**src/sram_bank.sv**
```systemverilog
// single-port RAM, no reset; rdata_o changes only on a read and holds otherwise
`default_nettype none

module sram_bank #(
  parameter int unsigned DataWidth = 32,
  parameter int unsigned NumWords  = 16
) (
  input  logic                            clk_i,
  input  logic                            req_i,
  input  logic                            we_i,
  input  logic [$clog2(NumWords)-1:0]     addr_i,
  input  logic [(DataWidth+7)/8-1:0]      be_i,
  input  logic [DataWidth-1:0]            wdata_i,
  output logic [DataWidth-1:0]            rdata_o
);

  logic [DataWidth-1:0] mem_q [NumWords];

  // byte lanes, the top lane may be partial
  always_ff @(posedge clk_i) begin : p_mem
    if (req_i) begin
      if (we_i) begin
        for (int b = 0; b < DataWidth; b++) begin
          if (be_i[b/8]) begin
            mem_q[addr_i][b] <= wdata_i[b];
          end
        end
      end else begin
        rdata_o <= mem_q[addr_i];
      end
    end
  end

endmodule

`default_nettype wire

```
**config.mk**
```make
export PLATFORM = sky130hd
export DESIGN_NAME = sram_bank
export DESIGN_NICKNAME = d
export VERILOG_FILES = /design/src/sram_bank.sv
export SDC_FILE = /design/constraint.sdc
export NUM_CORES = 1
export LEC_CHECK = 0
export ABC_AREA = 0
export BUFFER_PORTS_ARGS = -buffer_cell sky130_fd_sc_hd__buf_4
export CORE_ASPECT_RATIO = 1.25
export CORE_UTILIZATION = 66
export CTS_CLUSTER_DIAMETER = 150
export DETAILED_ROUTE_END_ITERATION = 6
export PLACE_DENSITY = 0.84
export RECOVER_POWER = 25
export REMOVE_ABC_BUFFERS = 1
export SLEW_MARGIN = 20
export SYNTH_ARGS = -nofsm -noshare
export SYNTH_HDL_FRONTEND = slang
export SYNTH_SLANG_ARGS = --single-unit
```
**constraint.sdc**
```tcl
create_clock -name clk_i -period 4.8 [get_ports clk_i]
set_input_delay 0.96 -clock clk_i [delete_from_list [all_inputs] [get_ports clk_i]]
set_output_delay 0.96 -clock clk_i [all_outputs]
set_load 0.05 [all_outputs]
```
==> results of run 1 <==
final timing paths:
kind / slack (ps) / startpoint / end / cells past startpoint
worst max-delay path: 1840 / addr_i[2] / mem_q[14][7] / 4
worst min-delay path: 710 / wdata_i[0] / mem_q[10][0] / 1
worst max register to register: 3260 / mem_q[10][26] / rdata_o[26] / 3
worst min register to register: 750 / mem_q[15][2] / rdata_o[2] / 3
layout make-up:
class | count | area [µm²]
clock inverter | 29 | 271.5
tap | 401 | 501.7
sequential | 544 | 16340
multi-input combinational | 316 | 3926
timing repair buffer | 92 | 623.1
fill | 1492 | 7428
clock buffer | 55 | 1206
worst max-delay path, stage by stage:
cell	delay, ps
buf_4	190
and2_1	630
nand2_1	350
nor2_1	990
state kept, by name, indices dropped and copies added (netlist names):
| signal | cells |
|---|---|
| mem_q | 512 |
| rdata_o | 32 |
report_power, final:
group          internal [µW]  switching (µW)
logic                    163             286
clock network           2070            1620
registers               5270            13.1
total                   7500            1920
Yosys cell counts, types with 4 or more instances:
library cell / count
edfxtp_1: 544
buf_2: 18
nor2b_1: 5
clkbuf_1: 25
mux4_2: 128
nand2_1: 45
buf_6: 6
nand3_1: 7
nor4_1: 4
nor2_1: 62
a22oi_1: 64
per-layer routing:
layer / part of all wire, % / vias up / GRT usage (%) / routed length (µm)
met2: 51 / 667 / 46.90 / 22180
li1: - / 3993 / - / -
met4: 4.3 / 0 / 14.46 / 1861
met3: 8.6 / 154 / 5.046 / 3709
met1: 36 / 5084 / 37.08 / 15610
met5: 0 / - / 0 / 0
through the flow:
stage	setup slack, ps	util [%]	hold slack [ps]	area (µm²)
after floorplan	1510	-	710.3	20200
after global placement	1472	70.84	727.4	21460
after detailed placement	1444	70.84	730.5	21460
after CTS	1914	75.72	675.6	22940
after global routing	1833	75.48	717.3	22860
final	1843	75.48	714.4	22860
logic make-up (layout without fill, tap and decap cells):
kind of cell           count (synthesis)  count (layout)
flip-flops                           544             544
multiplexers                         128             128
AND/OR/NAND/NOR                      124             124
AO/OA/AOI/OAI                         64              64
buffers and inverters                 51             176
==> results.md, run 1 <==
* Post-Synth Adder-Cell Area at 0%
* Synth Register Bits at 544
* Most common cell after layout, fill and taps aside: edfxtp_1
* Boundary pin count at 75
* XOR/XNOR Fraction of Synth Area at 0%
* Drt initial violations at 1123
* Die footprint at 0.03171 mm²
* I/O Buffers at 74
* Area contributors post-synth: edfxtp_1, mux4_2, a22oi_1
* Pin count of the biggest net entering global routing at 65
* Syn Inst Count at 911
* Tightest Pin Transition at 1201 ps
* Wire per inst at 30.18 µm
* GRT Residual Overflow at 0
* Peak VDD IR at 324.1 µV
* Fraction of registers with async set or reset after synthesis at 0%
* Largest family of logic cells by synthesized area: multiplexers
* HPWL after DPL at 24720 µm
* Setup TNS Final at 0 ps
* Post-synthesis simple-gate area fraction at 2.440%
* Via/cell ratio at 6.888
* Via count of the routed design at 9898
* Unrepaired setup endpoints after global routing: no
* TritonCTS Sinks at 544
* Initial antenna violation count at 0
* Commonest cells after routing, fill and taps aside: edfxtp_1, mux4_2, buf_4
* CP endpoint kind: flop
* CP Max Fanout at 14
* Drt drc at 0
* Crit path arrival time at 3120 ps
* Detailed Routing Iterations Pass 1 at 5
* Global Route Usage Sum at 28.41%
* Pwr/cell area at 412.4 mW/mm²
* Min Tclk post-route at 2957 ps
* Clock buffer depth at 3
* Drt total wl at 43360 µm
* Non-filler instance count after layout at 1437
* Synth Cell Area at 0.02046 mm²
* Post-synth top area share at 79.84%
* Startpoint Class: input port
* Cts repair resizes at 0
* Prevailing post-synth register cell: edfxtp_1
* CTS tree: yes
* Final nets at 1044
* Reg clk slew, reported paths at 60 ps
* Clock skew at 9.526 ps
* Syn_area_per_cell at 22.46 µm²
* Root buffer cell: clkbuf_16
* Max-cap violation count at 0
* Fmax at 338.1 MHz
* Gpl congestion at 0.7722
* Worst rel slew slack at 19.63%
* # Post-CTS Setup Buffers at 0
* Post-synthesis sequential area ratio at 79.84%
* Compound-cell area share of the yosys netlist at 2.348%
* YS warnings at 0
* WS Path Type: input port to flop
* Total power at 9429 µW
* Critical path required time at 4970 ps
* Cts bufs inserted at 47
* Hold Buf Count CTS at 0
* Post-route antenna net violation count at 0
* Post-route clock period utilization at 61.61%
* Die Wd at 159.5 µm
* Distinct cells, synth at 14
* Starting Density at 67.54%
* Hold Fails Final Rpt at 0
* Post-synthesis mux area share at 14.09%
* H-tree depth at 2
* Proportion of layout cells with a drive suffix above 1 at 25.97%
* Layout overhead on the synthesized area at 11.75%
* Synth area leader: edfxtp_1
* Cells after DPL at 1353
* Status: finished, final reports clean
* Leak pwr at 0.007177 µW
* Final Max Slew Viols at 0
* Worst skew pair latency at 560 ps
* # diodes at 0
* Final setup fails at 0
* First-pass GRT wire length at 64070 µm
* Vert. Die Dim at 198.9 µm
* Worst Hold Class: input port to flop
* CORE AREA at 0.03029 mm²
* Number of flops mapped to enable cells by yosys at 544
* Number of global-route vias before repair at 10382
* Rows at 71
Note: power is estimated with default switching activity, not from simulation.
==> run 2, diff against run 1 <==
--- a/config.mk
+++ b/config.mk
@@ -8,10 +8,10 @@
 export ABC_AREA = 0
 export BUFFER_PORTS_ARGS = -buffer_cell sky130_fd_sc_hd__buf_4
 export CORE_ASPECT_RATIO = 1.25
-export CORE_UTILIZATION = 66
+export CORE_UTILIZATION = 55
 export CTS_CLUSTER_DIAMETER = 150
 export DETAILED_ROUTE_END_ITERATION = 6
-export PLACE_DENSITY = 0.84
+export PLACE_DENSITY = 0.75
 export RECOVER_POWER = 25
 export REMOVE_ABC_BUFFERS = 1
 export SLEW_MARGIN = 20
==> constraint.sdc (replaced) <==
create_clock -name clk_i -period 2.5 [get_ports clk_i]
set_input_delay 0.5 -clock clk_i [delete_from_list [all_inputs] [get_ports clk_i]]
set_output_delay 0.5 -clock clk_i [all_outputs]
set_load 0.05 [all_outputs]
==> results.md, run 2 (synthesis results as in run 1) <==
* Final setup fails at 0 (unchanged)
* Clock buffer depth at 3 (unchanged)
* Fmax at 557.6 MHz
* Status: finished, final reports clean
* Final worst slack at 706.7 ps (-1136 ps)
* Largest regs: mem_q x512, rdata_o x32
* Boundary pin count at 75 (unchanged)
* Min Tclk post-route at 1793 ps
* # diodes at 0 (unchanged)
* Pin count of the biggest net entering global routing at 43 (-34%)
* Hold Buf Count CTS at 0 (unchanged)
* Post-Place Cell Area at 0.02228 mm² (+3.8%)
* First-pass GRT wire length at 62010 µm (-3.2%)
* Via count of the routed design at 9655 (-2.5%)
* Vert. Die Dim at 217.6 µm (+9.4%)
* CORE AREA at 0.03650 mm² (+20%)
* Crit path buf inv count at 2 (+1)
* CTS tree: yes
* Non-filler instance count after layout at 1600 (+11%)
* Peak VDD IR at 440.8 µV (+36%)
* Flip-flop count of the largest register after layout at 512 (unchanged)
* Die footprint at 0.03798 mm² (+20%)
* Number of global-route vias before repair at 10021 (-3.5%)
* Drt drc at 0 (unchanged)
* Worst rel slew slack at 53.30% (+34 points)
* Commonest cells after routing, fill and taps aside: edfxtp_1, buf_4, mux4_2
* Leak pwr at 0.007676 µW (+6.9%)
* Root buffer cell: clkbuf_16
* I/O Buffers at 74 (unchanged)
* TritonCTS Sinks at 544 (unchanged)
* Wire per inst at 25.75 µm (-15%)
* Tightest Pin Transition at 698.5 ps (-502.6 ps)
* Gpl congestion at 0.7962 (+3.1%)
* Crit path arrival time at 2100 ps (-1020 ps)
* Die Wd at 174.5 µm (+9.4%)
* Starting Density at 56.06% (-11 points)
* Post-route clock period utilization at 71.73%
* CP endpoint kind: flop
* # Post-CTS Setup Buffers at 0 (unchanged)
* Largest reg by FF count: mem_q
* CP Max Fanout at 28 (+14)
* Layout overhead on the synthesized area at 15.90%
* Reg clk slew, reported paths at 60 ps (about the same)
* Final nets at 1127 (+8.0%)
* WS Path Type: input port to flop
* Slowest stage delay, CP at 520 ps (-470 ps)
* Global Route Usage Sum at 22.47% (-5.9 points)
* Startpoint Class: input port
* Most common cell after layout, fill and taps aside: edfxtp_1
* Clock skew at 9.314 ps (-0.2124 ps)
* Worst Hold Class: input port to flop
* Worst skew pair latency at 560 ps (about the same)
* Setup slack after placement at 106.6 ps (-1338 ps)
* Cell area after layout at 0.02371 mm² (+3.7%)
* Cells after DPL at 1514 (+12%)
* Initial antenna violation count at 0 (unchanged)
* Critical path required time at 2800 ps (-2170 ps)
* Setup TNS Final at 0 ps (unchanged)
* Cell family with most CP delay: buffers and inverters
* GRT Residual Overflow at 0 (unchanged)
* Via/cell ratio at 6.034 (-12%)
* HPWL after DPL at 24930 µm (+0.87%)
* Total power at 18240 µW (+93%)
* Unrepaired setup endpoints after global routing: no
* Rows at 78 (+9.9%)
* Pwr/cell area at 769.2 mW/mm² (+87%)
* Worst-path cell chain: clkbuf_8 -> buf_4 -> mux4_2 -> a22oi_1 -> nand2_1
* Cts repair resizes at 0 (unchanged)
* Max-cap violation count at 0 (unchanged)
* H-tree depth at 2 (unchanged)
* Drt initial violations at 971 (-14%)
* Post-route antenna net violation count at 0 (unchanged)
* Crit-path slowest cell: mux4_2
* Detailed Routing Iterations Pass 1 at 6 (+1)
* Hold Fails Final Rpt at 0 (unchanged)
* Drt total wl at 41200 µm (-5.0%)
* Proportion of layout cells with a drive suffix above 1 at 31.34% (+5.4 points)
* Cts bufs inserted at 48 (+2.1%)
* Final Max Slew Viols at 0 (unchanged)
==> run 2: where the power goes <==
group	switching (µW)	internal [µW]	total, µW
sequential	22.3	10100	10200
combinational	547	360	907
clock	3100	4080	7180
==> run 2: final timing paths <==
path                               startpoint           end  slack (ps)  depth (start not counted)
worst min register to register  mem_q[14][25]   rdata_o[25]         750                          3
worst max register to register   mem_q[3][31]   rdata_o[31]        1010                          3
worst max-delay path                addr_i[0]    rdata_o[4]         710                          5
worst min-delay path               wdata_i[5]  mem_q[10][5]         250                          1
==> run 2: through the flow <==
step | hold slack (ps) | util, %
final | 248.7 | 64.97
after global routing | 257.6 | 64.97
after CTS | 227.8 | 65.20
after detailed placement | 730.3 | 61.05
after global placement | 724.4 | 61.05
after floorplan | 598.9 | -
==> run 2: worst register-to-register path, delay by kind of cell, from the launching register on <==
kind,cells,cell delay [ps]
AO/OA/AOI/OAI,1,280
multiplexers,1,480
AND/OR/NAND/NOR,1,100
flip-flops,1,370
==> run 2: layout make-up <==
| class | count | area, µm² |
|---|---|---|
| timing repair buffer | 174 | 1346 |
| multi-input combinational | 316 | 3918 |
| fill | 2369 | 12790 |
| sequential | 544 | 16340 |
| tap | 480 | 600.6 |
| clock buffer | 56 | 1252 |
| clock inverter | 30 | 261.5 |
==> run 2: metal layers <==
layer  part of all wire, %  vias up  GRT usage, %
met5                     0        -             0
met4                   2.6        0         6.986
met3                   7.4       89         3.940
met2                    52      401         38.98
met1                    38     5002         29.19
li1                      -     4163             -
