==> config.mk <==
export PLATFORM = sky130hd
export DESIGN_NAME = read_arbiter
export DESIGN_NICKNAME = d
export VERILOG_FILES = /design/src/dcache_mem_pkg.sv /design/src/read_arbiter.sv
export SDC_FILE = /design/constraint.sdc
export NUM_CORES = 1
export LEC_CHECK = 0
export BUFFER_PORTS_ARGS = -buffer_cell sky130_fd_sc_hd__buf_2
export CELL_PAD_IN_SITES_DETAIL_PLACEMENT = 1
export CELL_PAD_IN_SITES_GLOBAL_PLACEMENT = 1
export CORE_UTILIZATION = 22
export DETAILED_ROUTE_END_ITERATION = 10
export PLACE_DENSITY_LB_ADDON = 0.1
export SYNTH_ARGS = -nofsm -noshare
export SYNTH_HDL_FRONTEND = slang
export SYNTH_SLANG_ARGS = --single-unit
==> constraint.sdc <==
create_clock -name clk_i -period 3.58 [get_ports clk_i]
set_input_delay 0.716 -clock clk_i [delete_from_list [all_inputs] [get_ports clk_i]]
set_output_delay 0.716 -clock clk_i [all_outputs]
set_load 0.05 [all_outputs]
==> src/dcache_mem_pkg.sv <==
// geometry is fixed here (2 ways, 4 words per line, 16 sets); changing it needs matching struct widths
`default_nettype none

package dcache_mem_pkg;

  //////////////////////////////////////////////////
  // cache geometry
  //////////////////////////////////////////////////

  localparam int unsigned XLEN           = 32;
  localparam int unsigned WORD_BYTES     = XLEN / 8;
  localparam int unsigned NUM_WAYS       = 2;
  localparam int unsigned NUM_BANKS      = 4;
  localparam int unsigned IDX_WIDTH      = 4;
  localparam int unsigned OFF_WIDTH      = 4;
  // upper offset bits pick the word, so they pick the bank
  localparam int unsigned BANK_SEL_WIDTH = 2;
  localparam int unsigned TAG_WIDTH      = 8;
  localparam int unsigned LINE_WIDTH     = NUM_BANKS * XLEN;
  localparam int unsigned NUM_SETS       = 1 << IDX_WIDTH;

  typedef logic [NUM_WAYS-1:0]  way_vec_t;
  typedef logic [NUM_BANKS-1:0] bank_vec_t;

  //////////////////////////////////////////////////
  // port bundles
  //////////////////////////////////////////////////

  typedef struct packed {
    logic                 req;
    logic                 prio;      // 1 masks all low priority requests
    logic                 tag_only;  // tag and valid lookup only
    logic [IDX_WIDTH-1:0] idx;
    logic [OFF_WIDTH-1:0] off;
  } rd_port_t;

  typedef struct packed {
    logic                    vld;
    way_vec_t                we;
    logic [TAG_WIDTH-1:0]    tag;
    logic [IDX_WIDTH-1:0]    idx;
    logic [LINE_WIDTH-1:0]   data;
    logic [LINE_WIDTH/8-1:0] be;
    way_vec_t                vld_bits;
  } line_wr_t;

  typedef struct packed {
    way_vec_t              req;  // one-hot target way
    logic [IDX_WIDTH-1:0]  idx;
    logic [OFF_WIDTH-1:0]  off;
    logic [XLEN-1:0]       data;
    logic [WORD_BYTES-1:0] be;
  } word_wr_t;

  typedef struct packed {
    way_vec_t        vld_bits;
    way_vec_t        hit_oh;
    logic [XLEN-1:0] data;
  } rd_rsp_t;

  // word offset to bank select
  function automatic bank_vec_t bank_onehot(input logic [BANK_SEL_WIDTH-1:0] sel);
    bank_vec_t oh;
    oh      = '0;
    oh[sel] = 1'b1;
    return oh;
  endfunction

endpackage

`default_nettype wire

==> src/read_arbiter.sv <==
// round-robin read grant with high priority masking; no grant while hold_i is high
`default_nettype none

module read_arbiter #(
  parameter int unsigned NumPorts = 3
) (
  input  logic                                    clk_i,
  input  logic                                    rst_ni,
  input  dcache_mem_pkg::rd_port_t [NumPorts-1:0] rd_port_i,
  input  logic                                    hold_i,
  output logic [NumPorts-1:0]                     rd_ack_o,
  output logic [((NumPorts > 1) ? $clog2(NumPorts) : 1)-1:0] sel_o,
  output logic                                    rd_go_o
);
  import dcache_mem_pkg::*;

  localparam int unsigned SelWidth = (NumPorts > 1) ? $clog2(NumPorts) : 1;

  logic [NumPorts-1:0] req_all;
  logic [NumPorts-1:0] req_hi;
  logic [NumPorts-1:0] req_comp;
  logic [SelWidth-1:0] last_q;
  logic [SelWidth-1:0] sel;
  logic                found;

  always_comb begin : p_req
    for (int k = 0; k < NumPorts; k++) begin
      req_all[k] = rd_port_i[k].req;
      req_hi[k]  = rd_port_i[k].req & rd_port_i[k].prio;
    end
  end

  // high priority requests shut out the low priority ones
  assign req_comp = (|req_hi) ? req_hi : req_all;

  // search starts one past the last accepted grant and wraps
  always_comb begin : p_search
    int unsigned idx;
    found = 1'b0;
    sel   = '0;
    for (int unsigned i = 1; i <= NumPorts; i++) begin
      idx = int'(last_q) + i;
      if (idx >= NumPorts) begin
        idx = idx - NumPorts;
      end
      if (!found && req_comp[idx]) begin
        found = 1'b1;
        sel   = SelWidth'(idx);
      end
    end
  end

  assign rd_go_o = found & ~hold_i;
  assign sel_o   = sel;

  always_comb begin : p_ack
    for (int k = 0; k < NumPorts; k++) begin
      rd_ack_o[k] = rd_go_o && (sel == SelWidth'(k));
    end
  end

  // pointer starts at the last port so port 0 wins first
  always_ff @(posedge clk_i or negedge rst_ni) begin : p_ptr
    if (!rst_ni) begin
      last_q <= SelWidth'(NumPorts - 1);
    end else if (rd_go_o) begin
      last_q <= sel;
    end
  end

endmodule

`default_nettype wire

==> results of run 1 <==
## cell families after synthesis
kind of cell / synth area share, %
AOI/OAI and AO/OA: 50.6
and+or+nand+nor: 19.0
buffers and inverters: 5.16
adders and majority gates: 9.68
DFF: 13.2
xor gates and xnor gates: 2.26
## how the worst min path moves through the flow
| stage | from | end | cells after the start |
|---|---|---|---|
| finish | rst_ni | last_q[0] | 1 |
| global route | rst_ni | last_q[0] | 1 |
| CTS | rst_ni | last_q[0] | 1 |
| detailed placement | rst_ni | last_q[0] | 1 |
| global placement | rst_ni | last_q[0] | 1 |
| floorplan | rst_ni | last_q[0] | 0 |
## per-layer routing
layer	global-route usage, %	vias up	part of all wire, %
met5	0	-	0
met4	3.64	0	0
met3	4.17	0	4.0
met2	21.2	14	46
met1	19.7	210	50
li1	-	226	-
## metrics by stage
stage,instances,hold slack (ps),utilization [%],total power (µW)
after global placement,79,500,30.4,587
after floorplan,51,420,-,488
after global routing,83,255,32.2,693
after CTS,83,254,32.1,645
final,83,262,32.2,641
after detailed placement,79,502,30.4,583
## cells in the mapped netlist, types with 2 or more instances
| library cell | count | area share [%] |
|---|---|---|
| ha_1 | 3 | 9.7 |
| o21a_1 | 2 | 3.9 |
| nand2_1 | 5 | 4.8 |
| a31o_2 | 2 | 4.5 |
| o211ai_1 | 2 | 3.9 |
| nand3_1 | 2 | 2.6 |
| nor2b_1 | 3 | 4.8 |
| nor2_1 | 2 | 1.9 |
| o21ai_0 | 4 | 5.2 |
| a22oi_1 | 3 | 5.8 |
| a21oi_1 | 2 | 2.6 |
| inv_1 | 3 | 2.9 |
## cells in the final DEF, fill, tap and decap left out, drive strengths merged, types with 2 or more instances in the layout
master   n
o21ai    4
nand3    2
a21oi    3
nand2    5
nor2b    3
o211ai   2
nor2     2
clkbuf   4
o22ai    2
inv      3
a31o     2
o21a     2
buf     14
ha       3
a22oi    3
## worst max-delay path: stages, from the launching register on
cell and delay [ps]:
dfrtp_1 490, inv_1 150, ha_2 490, nor2_1 80
o211ai_1 140, o21ai_0 200, a31oi_1 220, a21oi_2 100
nor2b_2 170, buf_2 200
## cell type report
cell class,instances,area share [%]
tap,16,3.94
clock buffer,4,5.17
inverter,3,2.22
sequential,2,10.1
timing repair buffer,14,13.8
multi-input combinational,44,64.8
## power groups by stage
stage | Sequential, µW | Combinational [µW] | Clock (µW)
after floorplan | 43.9 | 444 | 0
after global placement | 56.0 | 531 | 0
after detailed placement | 56.5 | 527 | 0
after CTS | 56.2 | 530 | 59.1
after global routing | 59.2 | 574 | 60.3
final | 55.5 | 529 | 56.3
==> results.py, run 1 <==
metrics = {
    "place": {
        "gp_congestion": 0.708,
        "dpl-instance-area_um2": 479,
        "io_buffers": 14,
        "dp_hpwl_um": 888,
        "place_ws_ps": 525,
    },
    "synth": {
        "syn_area_um2": 388,
        "synth.distinct_cells": 30,
        "syn_area_per_cell_um2": 7.61,
        "ys_seq_area_share_pct": 13.2,
        "async_flop_share_pct": 100,
        "synth_fp_nets": 90,
        "ys_ff_latch": 2,
        "synthFlopType": "dfstp_2",
        "netlist_instances": 51,
        "synth_edf_count": 0,
        "ys_warn_count": 0,
    },
    "power": {
        "cellPowerDensity_mw_per_mm2": 1260,
        "internal-power_uw": 255,
        "p_comb_share_pct": 82.6,
        "swShare_pct": 60.2,
        "power.leakage_uw": 0.000222,
        "pwr-share-clk_pct": 8.8,
        "netSwitchingPower_uw": 385,
        "seqPwrFrac_pct": 8.7,
        "max-vdd-ir-drop_mv": 0.493,
    },
    "job": {
        "drv_cap": 0,
    },
    "route": {
        "vias": 450,
        "drt-total-wl_um": 1120,
        "routed_via_density": 5.42,
        "drt-initial-drc-count": 9,
        "route.detailed.drc": 0,
        "drt.antenna.violating_nets": 0,
        "avgRoutedWirePerCell_um": 13.5,
        "drtPass1Iterations": 4,
    },
    "floorplan": {
        "io_pins": 42,
        "fp.dieH_um": 44.0,
        "die_x_um": 44.0,
        "core_mm2": 0.00158,
        "rows": 14,
        "design.die.area_mm2": 0.00194,
        "initial_core_util_pct": 24.6,
    },
    "cts": {
        "postCtsHoldBufs": 0,
        "cts_resized": 0,
        "htree_num_levels": 1,
        "cts_buffer_depth": 2,
        "cts_tree": "yes",
        "postCtsSetupBuffers": 0,
        "cts_buffers": 3,
        "clock_latency_ps": 230,
        "cts.sinks": 2,
        "root_buffer": "clkbuf_4",
        "clk_pin_slew_worst_paths_ps": 40,
    },
    "grt": {
        "grt_first_pass_wirelength_um": 2060,
        "grt_overflow": 0,
        "grt_pass1_vias": 451,
        "track_usage_pct": 14.1,
        "antenna_found_initial": 0,
        "grt_start_max_net_pins": 12,
    },
    "layout": {
        "regMostFlops": "last_q",
        "diodes": 0,
        "fill_cells": 207,
        "multi_input_area_um2": 329,
        "layout-drive-gt1-share_pct": 40.3,
        "fin_area_um2": 508,
        "largest_reg_flops": 2,
        "area_growth_pct": 31.0,
        "nets": 107,
        "area.sequential_um2": 51.3,
        "top_regs": "last_q: 2 flops",
    },
    "worst_setup_path": {
        "worst_r2r_endpoint": "last_q[1]",
        "end_kind": "output port",
        "ff2ff_path_depth": 8,
        "r2r-start": "last_q[0]",
        "critPathLaunchType": "flip-flop",
        "critPathMaxFanout": 11,
        "startpoint": "last_q[0]",
        "cp.arrival_ps": 2470,
        "rrSetupSlack_ps": 1410,
        "critical_path_class": "reg2out",
        "crit_end": "rd_ack_o[1]",
        "crit_required_ps": 2860,
    },
    "run_status": {
        "status": "finished clean",
    },
    "timing": {
        "finalCriticalPeriod_ps": 3190,
        "rsz0062_at_grt": "no",
        "fin_skew_ps": 6.31,
        "setup_viol": 0,
        "hold_violations": 0,
        "setup_tns_ps": 0,
        "worst_pin_slew_ps": 327,
        "fmax_mhz": 313,
        "maxSlewHeadroom_pct": 78.0,
        "drv_slew": 0,
        "layout_setup_ws_ps": 390,
        "post-route-period-util_pct": 89.1,
    },
    "worst_hold_path": {
        "hp-class": "in2async",
    },
}
(Power assumes the default switching activity.)
==> run 2, diff against run 1 <==
CELL_PAD_IN_SITES_DETAIL_PLACEMENT = 0   (was 1)
clock period = 3.67 ns   (was 3.58 ns; I/O delays follow)
==> results.py, run 2 (synthesis results as in run 1) <==
metrics = {
    "layout": {
        "area_growth_pct": 27.7,
        "diodes": 0,
        "layout-drive-gt1-share_pct": 34.3,
        "top_regs": "last_q: 2 flops",
        "layout_common_cells": "14 x buf_2, 5 x nand2_1, 4 x o21ai_0",
        "nets": 107,
        "largest_reg_flops": 2,
        "regMostFlops": "last_q",
        "final_common_cell": "buf_2",
        "fill_cells": 184,
    },
    "power": {
        "internal-power_uw": 238,
        "power.leakage_uw": 0.000221,
        "pwr-share-clk_pct": 9.3,
        "swShare_pct": 60.4,
        "p_comb_share_pct": 81.7,
        "seqPwrFrac_pct": 9.0,
        "cellPowerDensity_mw_per_mm2": 1210,
        "netSwitchingPower_uw": 363,
        "max-vdd-ir-drop_mv": 0.540,
    },
    "route": {
        "vias": 441,
        "routed_via_density": 5.31,
        "route.detailed.drc": 0,
        "drt.antenna.violating_nets": 0,
        "drt-initial-drc-count": 21,
        "drt-total-wl_um": 967,
        "avgRoutedWirePerCell_um": 11.7,
        "drtPass1Iterations": 4,
    },
    "timing": {
        "rsz0062_at_grt": "no",
        "setup_tns_ps": 0,
        "setup_viol": 0,
        "drv_slew": 0,
        "fmax_mhz": 304,
        "fin_skew_ps": 6.60,
        "worst_pin_slew_ps": 381,
        "post-route-period-util_pct": 89.6,
        "finalCriticalPeriod_ps": 3290,
        "hold_violations": 0,
        "maxSlewHeadroom_pct": 74.6,
        "layout_setup_ws_ps": 381,
    },
    "worst_setup_path": {
        "end_kind": "output port",
        "critical_path_class": "reg2out",
        "critPathMaxFanout": 11,
        "critPathLaunchType": "flip-flop",
        "cp.arrival_ps": 2560,
        "crit_required_ps": 2940,
    },
    "cts": {
        "root_buffer": "clkbuf_4",
        "cts.sinks": 2,
        "clk_pin_slew_worst_paths_ps": 40,
        "postCtsHoldBufs": 0,
        "cts_buffers": 3,
        "clock_latency_ps": 230,
        "postCtsSetupBuffers": 0,
        "cts_tree": "yes",
        "cts_resized": 0,
        "htree_num_levels": 1,
        "cts_buffer_depth": 2,
    },
    "floorplan": {
        "rows": 14,
        "initial_core_util_pct": 24.6,
        "design.die.area_mm2": 0.00194,
        "io_pins": 42,
        "core_mm2": 0.00158,
        "die_x_um": 44.0,
        "fp.dieH_um": 44.0,
    },
    "grt": {
        "track_usage_pct": 10.9,
        "grt_first_pass_wirelength_um": 1650,
        "antenna_found_initial": 0,
        "grt_start_max_net_pins": 12,
        "grt_pass1_vias": 376,
        "grt_overflow": 0,
    },
    "place": {
        "dp_hpwl_um": 759,
        "place_ws_ps": 589,
        "gp_congestion": 0.746,
        "io_buffers": 14,
    },
    "job": {
        "drv_cap": 0,
    },
    "worst_hold_path": {
        "hp-class": "in2async",
    },
    "run_status": {
        "status": "finished clean",
    },
}
==> run 2: cell counts in the layout (fill, tap and decap cells not counted) <==
Identical to the previous run, type by type.
==> run 2: power by group through the flow <==
stage / registers (µW) / logic [µW] / clock network, µW
after floorplan: 42.8 / 419 / 0
after global placement: 55.0 / 503 / 0
after detailed placement: 54.9 / 491 / 0
after CTS: 54.2 / 493 / 58.8
after global routing: 57.3 / 534 / 60.8
final: 54.3 / 492 / 55.7
==> run 2: worst paths after layout <==
path | endpoint | from | cells after the start | slack, ps
min in group clk_i | last_q[1] | last_q[1] | 1 | 580
min reg2reg | last_q[1] | last_q[1] | 1 | 580
max reg2reg | last_q[1] | last_q[0] | 8 | 1430
min | last_q[0] | rst_ni | 1 | 280
max | rd_ack_o[0] | last_q[0] | 7 | 380
max in group asynchronous | last_q[1] | rst_ni | 1 | 3200
==> run 2: per-stage QoR <==
stage	utilization, %	hold WS [ps]	std cells	total power [µW]	instance area, µm²
floorplan	-	438	51	462	388
global placement	29.8	518	79	558	469
detailed placement	29.8	522	79	546	469
CTS	31.4	272	83	606	495
global route	31.4	271	83	652	495
finish	31.4	279	83	602	495
==> run 2: cell type report <==
cell class | count | area, µm² | share of cell area [%]
Sequential cell | 2 | 51.3 | 10.4
Timing Repair Buffer | 14 | 70.1 | 14.1
Tap cell | 16 | 20.0 | 4.04
Clock buffer | 4 | 26.3 | 5.30
Inverter | 3 | 11.3 | 2.27
Multi-Input combinational cell | 44 | 317 | 63.9
==> run 2: layer usage <==
metal  wire length (µm)  up-vias  global-route usage, %
met1                489      199                   15.8
met4                  0        0                   1.82
met2                408       18                   16.4
met5                  0        -                      0
met3                 69        0                   2.92
li1                   -      224                      -
==> run 2: critical path: stages, from the launching register on <==
cell and delay [ps]:
dfrtp_1 500, inv_1 140, ha_1 540, nor2_1 90, o221a_2 280, or2_1 240
a211oi_1 220, buf_2 300
