<file path="src/dcache_mem_pkg.sv">
// geometry is fixed here (2 ways, 4 words per line, 16 sets); changing it needs matching struct widths
`default_nettype none

package dcache_mem_pkg;

  //////////////////////////////////////////////////
  // cache geometry
  //////////////////////////////////////////////////

  localparam int unsigned XLEN           = 32;
  localparam int unsigned WORD_BYTES     = XLEN / 8;
  localparam int unsigned NUM_WAYS       = 2;
  localparam int unsigned NUM_BANKS      = 4;
  localparam int unsigned IDX_WIDTH      = 4;
  localparam int unsigned OFF_WIDTH      = 4;
  // upper offset bits pick the word, so they pick the bank
  localparam int unsigned BANK_SEL_WIDTH = 2;
  localparam int unsigned TAG_WIDTH      = 8;
  localparam int unsigned LINE_WIDTH     = NUM_BANKS * XLEN;
  localparam int unsigned NUM_SETS       = 1 << IDX_WIDTH;

  typedef logic [NUM_WAYS-1:0]  way_vec_t;
  typedef logic [NUM_BANKS-1:0] bank_vec_t;

  //////////////////////////////////////////////////
  // port bundles
  //////////////////////////////////////////////////

  typedef struct packed {
    logic                 req;
    logic                 prio;      // 1 masks all low priority requests
    logic                 tag_only;  // tag and valid lookup only
    logic [IDX_WIDTH-1:0] idx;
    logic [OFF_WIDTH-1:0] off;
  } rd_port_t;

  typedef struct packed {
    logic                    vld;
    way_vec_t                we;
    logic [TAG_WIDTH-1:0]    tag;
    logic [IDX_WIDTH-1:0]    idx;
    logic [LINE_WIDTH-1:0]   data;
    logic [LINE_WIDTH/8-1:0] be;
    way_vec_t                vld_bits;
  } line_wr_t;

  typedef struct packed {
    way_vec_t              req;  // one-hot target way
    logic [IDX_WIDTH-1:0]  idx;
    logic [OFF_WIDTH-1:0]  off;
    logic [XLEN-1:0]       data;
    logic [WORD_BYTES-1:0] be;
  } word_wr_t;

  typedef struct packed {
    way_vec_t        vld_bits;
    way_vec_t        hit_oh;
    logic [XLEN-1:0] data;
  } rd_rsp_t;

  // word offset to bank select
  function automatic bank_vec_t bank_onehot(input logic [BANK_SEL_WIDTH-1:0] sel);
    bank_vec_t oh;
    oh      = '0;
    oh[sel] = 1'b1;
    return oh;
  endfunction

endpackage

`default_nettype wire

</file>
<file path="src/hit_select.sv">
// tag compare one cycle after grant; data is only meaningful when hit_oh is non-zero
`default_nettype none

module hit_select #(
  parameter int unsigned NumPorts = 3
) (
  input  logic                                                  clk_i,
  input  logic                                                  rst_ni,
  input  logic                                                  lookup_en_i,
  input  logic [dcache_mem_pkg::OFF_WIDTH-1:0]                  lookup_off_i,
  input  logic [NumPorts-1:0][dcache_mem_pkg::TAG_WIDTH-1:0]    rd_tag_i,
  input  logic [((NumPorts > 1) ? $clog2(NumPorts) : 1)-1:0]   sel_i,
  input  logic [dcache_mem_pkg::NUM_WAYS-1:0][dcache_mem_pkg::TAG_WIDTH:0] tag_rdata_i,
  input  logic [dcache_mem_pkg::NUM_BANKS-1:0][dcache_mem_pkg::NUM_WAYS-1:0]
               [dcache_mem_pkg::XLEN-1:0]                       bank_rdata_i,
  output dcache_mem_pkg::rd_rsp_t                               rd_rsp_o
);
  import dcache_mem_pkg::*;

  localparam int unsigned SelWidth = (NumPorts > 1) ? $clog2(NumPorts) : 1;

  logic                      en_q;
  logic [BANK_SEL_WIDTH-1:0] bank_q;
  logic [SelWidth-1:0]       sel_q;

  logic [TAG_WIDTH-1:0]      cmp_tag;
  way_vec_t                  vld_bits;
  way_vec_t                  hit_oh;
  logic [XLEN-1:0]           hit_word;

  //////////////////////////////////////////////////
  // lookup context
  //////////////////////////////////////////////////

  always_ff @(posedge clk_i or negedge rst_ni) begin : p_ctx
    if (!rst_ni) begin
      en_q   <= 1'b0;
      bank_q <= '0;
      sel_q  <= '0;
    end else begin
      en_q <= lookup_en_i;
      if (lookup_en_i) begin
        bank_q <= lookup_off_i[OFF_WIDTH-1 -: BANK_SEL_WIDTH];
        sel_q  <= sel_i;
      end
    end
  end

  //////////////////////////////////////////////////
  // compare and select
  //////////////////////////////////////////////////

  // the tag of the port granted last cycle
  assign cmp_tag = rd_tag_i[sel_q];

  always_comb begin : p_cmp
    hit_word = '0;
    for (int w = 0; w < NUM_WAYS; w++) begin
      vld_bits[w] = tag_rdata_i[w][TAG_WIDTH];
      hit_oh[w]   = en_q & vld_bits[w] & (tag_rdata_i[w][TAG_WIDTH-1:0] == cmp_tag);
      // and-or mux over the one-hot hit
      if (hit_oh[w]) begin
        hit_word = hit_word | bank_rdata_i[bank_q][w];
      end
    end
  end

  assign rd_rsp_o.vld_bits = vld_bits;
  assign rd_rsp_o.hit_oh   = hit_oh;
  assign rd_rsp_o.data     = hit_word;

endmodule

`default_nettype wire

</file>
<file path="config.mk">
export PLATFORM = sky130hd
export DESIGN_NAME = hit_select
export DESIGN_NICKNAME = d
export VERILOG_FILES = /design/src/dcache_mem_pkg.sv /design/src/hit_select.sv
export SDC_FILE = /design/constraint.sdc
export NUM_CORES = 1
export LEC_CHECK = 0
export BUFFER_PORTS_ARGS = -buffer_cell sky130_fd_sc_hd__clkbuf_2
export CAP_MARGIN = 20
export CELL_PAD_IN_SITES_DETAIL_PLACEMENT = 1
export CELL_PAD_IN_SITES_GLOBAL_PLACEMENT = 2
export CORE_AREA = 2 2 132 134
export CTS_CLUSTER_SIZE = 14
export DETAILED_ROUTE_END_ITERATION = 10
export DIE_AREA = 0 0 134 136
export GPL_TIMING_DRIVEN = 1
export PLACE_DENSITY = 0.95
export SKIP_CTS_REPAIR_TIMING = 1
export SLEW_MARGIN = 30
export SYNTH_ARGS = -nofsm -noshare
export SYNTH_HDL_FRONTEND = slang
export SYNTH_SLANG_ARGS = --single-unit
</file>
<file path="constraint.sdc">
create_clock -name clk_i -period 5.54 [get_ports clk_i]
set_input_delay 0.554 -clock clk_i [delete_from_list [all_inputs] [get_ports clk_i]]
set_output_delay 0.554 -clock clk_i [all_outputs]
set_load 0.01 [all_outputs]
</file>
==> flow_metrics.py, run 1 <==
metrics = {
    "place": {
        "placement.io_buffers": 340,
        "hpwl_um": 14000,
        "routabilityCongestion": 0.790,
        "place_inst": 829,
    },
    "finish": {
        "n_antenna_cell": 0,
        "nets": 916,
        "fill_cells": 2040,
        "layout.cells.non_filler": 833,
        "syn2layout_area_growth_pct": 58.3,
        "layout-drive-gt1-share": 0.757,
    },
    "global_routing": {
        "grt-ovfl-total": 0,
        "busiest_layer": "met2",
        "met2_usage": 0.332,
        "met3_usage": 0.0350,
        "grt_pass1_wl_um": 24000,
        "grt_util_all_layers": 0.170,
        "grt_pass1_vias": 4389,
        "grt_max_degree": 43,
        "antenna_found_initial": 0,
        "gr-usage-met1": 0.194,
    },
    "detailed_routing": {
        "vias": 3999,
        "viasPerCell": 4.80,
        "dr.pass1.iters": 4,
        "drt_iter0_markers": 173,
        "drt-total-wl_um": 16300,
        "antenna_left": 0,
        "wl_per_cell_um": 19.6,
        "route.detailed.drc": 0,
    },
    "cts": {
        "clock_latency_ns": 0.23,
        "h-tree-depth": 1,
        "cts.path.max_buffers": 2,
        "cts_buffers": 3,
        "root_buffer": "clkbuf_16",
        "cts_tree": "built",
        "clock-sinks": 5,
        "clk_transition_reported_paths_ns": 0.03,
    },
    "setup_path": {
        "setup.worst_path.class": "flop to output port",
        "cp_max_fo": 33,
        "cp_cell_sequence": "mux2_4 > or3_1 > a22oi_2 > nand4_4 > o32ai_2 > clkbuf_2",
        "cp.arrival_ns": 3.55,
        "cp-start-kind": "flop",
        "slowest_stage": "dfrtp_1",
        "endpoint_kind": "output port",
        "cpPeakStageDelay_ns": 0.91,
        "cp_top_family": "simple AND/OR/NAND/NOR gates",
        "crit_required_ns": 4.99,
        "cp_num_buf_inv": 1,
    },
    "logic_synthesis": {
        "synth-seq-area-share": 0.0378,
        "synth_top_cell_area_share": 0.436,
        "synth_cell_type_count": 33,
        "syn_inst": 295,
        "yosys_register_bits": 5,
        "syn_area_um2": 3310,
        "synth_nets": 602,
        "syn_avg_cell_area_um2": 11.2,
        "yosys-top-cells-area": "mux4_2, o32ai_2, nand3_1",
        "yosysWarningCount": 0,
        "yosysTopAreaCell": "mux4_2",
    },
    "power": {
        "ir_drop_mv": 0.222,
        "power_density_nw_per_um2": 120,
        "p_leak_uw": 0.00246,
    },
    "timing": {
        "setup_viol_count_final": 0,
        "fin_crit_ns": 4.10,
        "hold_viol": 0,
        "clock.fmax_ghz": 0.244,
        "fin_setup_tns_ns": 0,
        "slew_headroom": 0.404,
        "rsz0062_at_grt": "false",
        "maxSlewViolCount": 0,
        "finalCritPeriodShare": 0.740,
        "finClkSkew_ns": 0,
        "tightest_slew_ns": 0.895,
    },
    "worst_hold_path": {
        "worstHoldPathType": "input pin to async pin",
    },
    "floorplanning": {
        "rows": 48,
        "die_y_um": 136,
        "pin_count": 343,
        "start_util": 0.196,
        "die_area_um2": 18200,
        "core_um2": 16900,
        "fp.dieW_um": 134,
    },
    "outcome": {
        "status": "finished, final reports clean",
    },
    "job": {
        "maxCapViolCount": 0,
    },
}
report_power, final:
group / internal, µW / switching [µW]
clock: 95.3 / 23.3
combinational: 244 / 185
sequential: 40.1 / 39.5
cells in the mapped netlist (all sizes together):
cell    instances
xnor2           4
dfrtp           5
and4b           8
nand3          35
xor2            4
nand2           1
a22oi           3
mux4           64
mux2            9
a221oi          6
o32ai          32
nor2            2
mux2i           9
clkbuf         13
buf            25
inv            32
o21ai           2
or3             6
nand3b          2
and2            2
nand4b          2
nand4           4
nand2b          6
nor4bb          2
nor2b          17
state kept, by name, indices dropped and copies added (netlist names):
name / flops
bank_q: 2
en_q: 1
sel_q: 2
metal layers:
metal,vias up,share of wire
met2,176,0.54
met4,0,0.0074
met1,1963,0.38
met3,9,0.074
met5,-,0
li1,1851,-
worst paths after layout:
path | startpoint | end | slack (ns) | depth (start not counted)
hold reg to reg | sel_q[0] | sel_q[0] | 1.04 | 1
max in group asynchronous | rst_ni | bank_q[0] | 5.25 | 1
min in group clk_i | lookup_en_i | en_q | 0.51 | 1
setup reg to reg | bank_q[1] | bank_q[1] | 3.88 | 2
setup / recovery | sel_q[1] | rd_rsp_o[21] | 1.44 | 6
hold / removal | rst_ni | en_q | 0.14 | 1
placed cells by master, fill, tap and decap left out, drive strengths merged, types with 3 or more instances in the layout:
cell      n
a221oi    6
a22oi     3
and4b     8
buf       7
clkbuf  344
dfrtp     5
inv      32
mux2      9
mux2i     9
mux4     64
nand2b    6
nand3    35
nand4     4
nor2b    17
o32ai    32
or3       6
xnor2     4
xor2      4
logic make-up (layout without fill, tap and decap cells):
logic type	count (synthesis)	in the layout	share of synthesized area
simple gates	87	87	0.167
mux	82	82	0.496
buf+inv	70	383	0.0984
compound gates	43	43	0.179
xor+xnor	8	8	0.0212
flops	5	5	0.0378
cell type report:
| cell class | count | area, µm² | share of cell area |
|---|---|---|---|
| repair buffers | 347 | 1750 | 0.335 |
| flip-flops and latches | 5 | 131 | 0.0251 |
| well taps | 225 | 282 | 0.0538 |
| multi-input cells | 220 | 2870 | 0.548 |
| inverters | 32 | 120 | 0.0229 |
| clock buffers | 4 | 78.8 | 0.0151 |
stage by stage:
step | util | total power, µW | instance area (µm²) | setup slack (ns) | hold WS (ns)
2_1_floorplan | - | 342 | 3310 | 2.97 | 0.258
6_report | 0.310 | 628 | 5240 | 1.44 | 0.136
3_3_place_gp | 0.305 | 509 | 5150 | 1.69 | 0.374
4_1_cts | 0.310 | 642 | 5240 | 1.39 | 0.139
3_5_place_dp | 0.306 | 520 | 5160 | 1.63 | 0.378
5_1_grt | 0.310 | 681 | 5240 | 1.07 | 0.141
Note: power is estimated with default switching activity, not from simulation.
==> run 2: changes to the inputs <==
CORE_AREA = not set   (was 2 2 132 134)
CORE_UTILIZATION = 19   (was not set)
DIE_AREA = not set   (was 0 0 134 136)
PLACE_DENSITY = 0.94   (was 0.95)
clock period = 4.1 ns   (was 5.54 ns; I/O delays follow)
==> flow_metrics.py, run 2 (synthesis results as in run 1) <==
metrics = {
    "timing": {
        "tightest_slew_ns": 0.819,
        "slew_headroom": 0.454,
        "maxSlewViolCount": 0,
        "fin_setup_tns_ns": 0,
        "fin_crit_ns": 3.54,
        "finClkSkew_ns": 0,
        "hold_ws_ns": -0.00375,
        "setup_viol_count_final": 0,
        "hold_viol": 5,
        "clock.fmax_ghz": 0.282,
        "rsz0062_at_grt": "false",
        "finalCritPeriodShare": 0.864,
    },
    "setup_path": {
        "cp-start-kind": "flop",
        "crit_required_ns": 3.69,
        "cp_max_fo": 23,
        "cpPeakStageDelay_ns": 0.86,
        "cp.arrival_ns": 3.13,
        "slowest_stage": "dfrtp_1",
        "endpoint_kind": "output port",
        "setup.worst_path.class": "flop to output port",
        "cp_cell_sequence": "mux2_4 > or3_1 > a22oi_2 > nand4_4 > buf_4 > o32ai_2 > clkbuf_2",
    },
    "global_routing": {
        "grt_util_all_layers": 0.180,
        "grt-ovfl-total": 0,
        "grt_pass1_wl_um": 24700,
        "antenna_found_initial": 0,
        "grt_max_degree": 46,
        "grt_pass1_vias": 4513,
    },
    "finish": {
        "mostFrequentLayoutCell": "clkbuf_2",
        "fin_area_um2": 5300,
        "fill_cells": 2058,
        "layout_common_cells": "clkbuf_2, mux4_2, nand3_1, inv_1, o32ai_2",
        "largestRegisters": "bank_q x2, sel_q x2, en_q x1",
        "layout-drive-gt1-share": 0.757,
        "syn2layout_area_growth_pct": 60.3,
        "n_antenna_cell": 0,
        "final_core_util": 0.316,
        "nets": 922,
    },
    "power": {
        "p_leak_uw": 0.00250,
        "ir_drop_mv": 0.204,
        "power_density_nw_per_um2": 164,
    },
    "place": {
        "routabilityCongestion": 0.808,
        "hpwl_um": 14500,
        "placement.io_buffers": 340,
        "dpl_cell_area_um2": 5220,
    },
    "cts": {
        "clk_transition_reported_paths_ns": 0.03,
        "clock-sinks": 5,
        "cts_buffers": 3,
        "h-tree-depth": 1,
        "cts.path.max_buffers": 2,
        "clock_latency_ns": 0.23,
        "cts_tree": "built",
        "root_buffer": "clkbuf_16",
    },
    "detailed_routing": {
        "route.detailed.drc": 0,
        "drt_iter0_markers": 171,
        "wl_per_cell_um": 20.1,
        "drt-total-wl_um": 16700,
        "vias": 4092,
        "antenna_left": 0,
        "viasPerCell": 4.91,
        "dr.pass1.iters": 4,
    },
    "outcome": {
        "status": "finished with violations",
        "failed_checks": "hold timing",
    },
    "floorplanning": {
        "core_um2": 16800,
        "pin_count": 343,
        "die_area_um2": 17900,
        "start_util": 0.197,
        "rows": 47,
        "fp.dieW_um": 134,
        "die_y_um": 134,
    },
    "job": {
        "maxCapViolCount": 0,
    },
    "worst_hold_path": {
        "worstHoldPathType": "input pin to async pin",
    },
}
[run 2: worst paths after layout]
| kind | startpoint | slack [ns] | cells after the start | end |
|---|---|---|---|---|
| worst max-delay path | sel_q[1] | 0.56 | 7 | rd_rsp_o[8] |
| worst max register to register | bank_q[0] | 2.65 | 2 | bank_q[0] |
| max in group asynchronous | rst_ni | 3.94 | 1 | bank_q[0] |
| worst min-delay path | rst_ni | -0.004 | 1 | bank_q[1] |
| min in group clk_i | lookup_en_i | 0.38 | 1 | en_q |
| worst min register to register | sel_q[0] | 1.05 | 1 | sel_q[0] |
[run 2: worst max-delay path, delay by kind of cell (launching register included)]
family / cells / cell delay [ns]
AOI/OAI and AO/OA: 2 / 0.53
and+or+nand+nor: 2 / 0.63
DFF: 1 / 0.86
buffers and inverters: 2 / 0.50
muxes: 1 / 0.37
[run 2: power breakdown]
part | total (µW) | switching (µW) | internal [µW] | leakage [µW]
Clock | 162 | 32.9 | 129 | 0.0000382
Combinational | 603 | 261 | 342 | 0.00240
Sequential | 105 | 50.8 | 54.7 | 0.0000566
Total | 870 | 345 | 526 | 0.00250
[run 2: per-stage QoR]
stage | total power (µW) | setup slack, ns | cells
floorplan | 463 | 1.71 | 295
global placement | 702 | 0.796 | 830
detailed placement | 716 | 0.720 | 830
CTS | 883 | 0.476 | 834
global route | 932 | 0.356 | 834
finish | 870 | 0.560 | 834
[run 2: cell type report]
class	instances	area [µm²]	area share
clock buffers	4	78.8	0.0149
inverters	32	120	0.0227
multi-input cells	220	2870	0.541
flip-flops and latches	5	133	0.0250
well taps	220	275	0.0519
repair buffers	353	1820	0.344
[run 2: layer usage]
metal  vias to the layer above  GRT usage  routed length (µm)
met5                         -          0                   0
met4                         0     0.0436                 348
met2                       210      0.343                8890
li1                       1865          -                   -
met1                      2000      0.208                6260
met3                        17     0.0261                1220
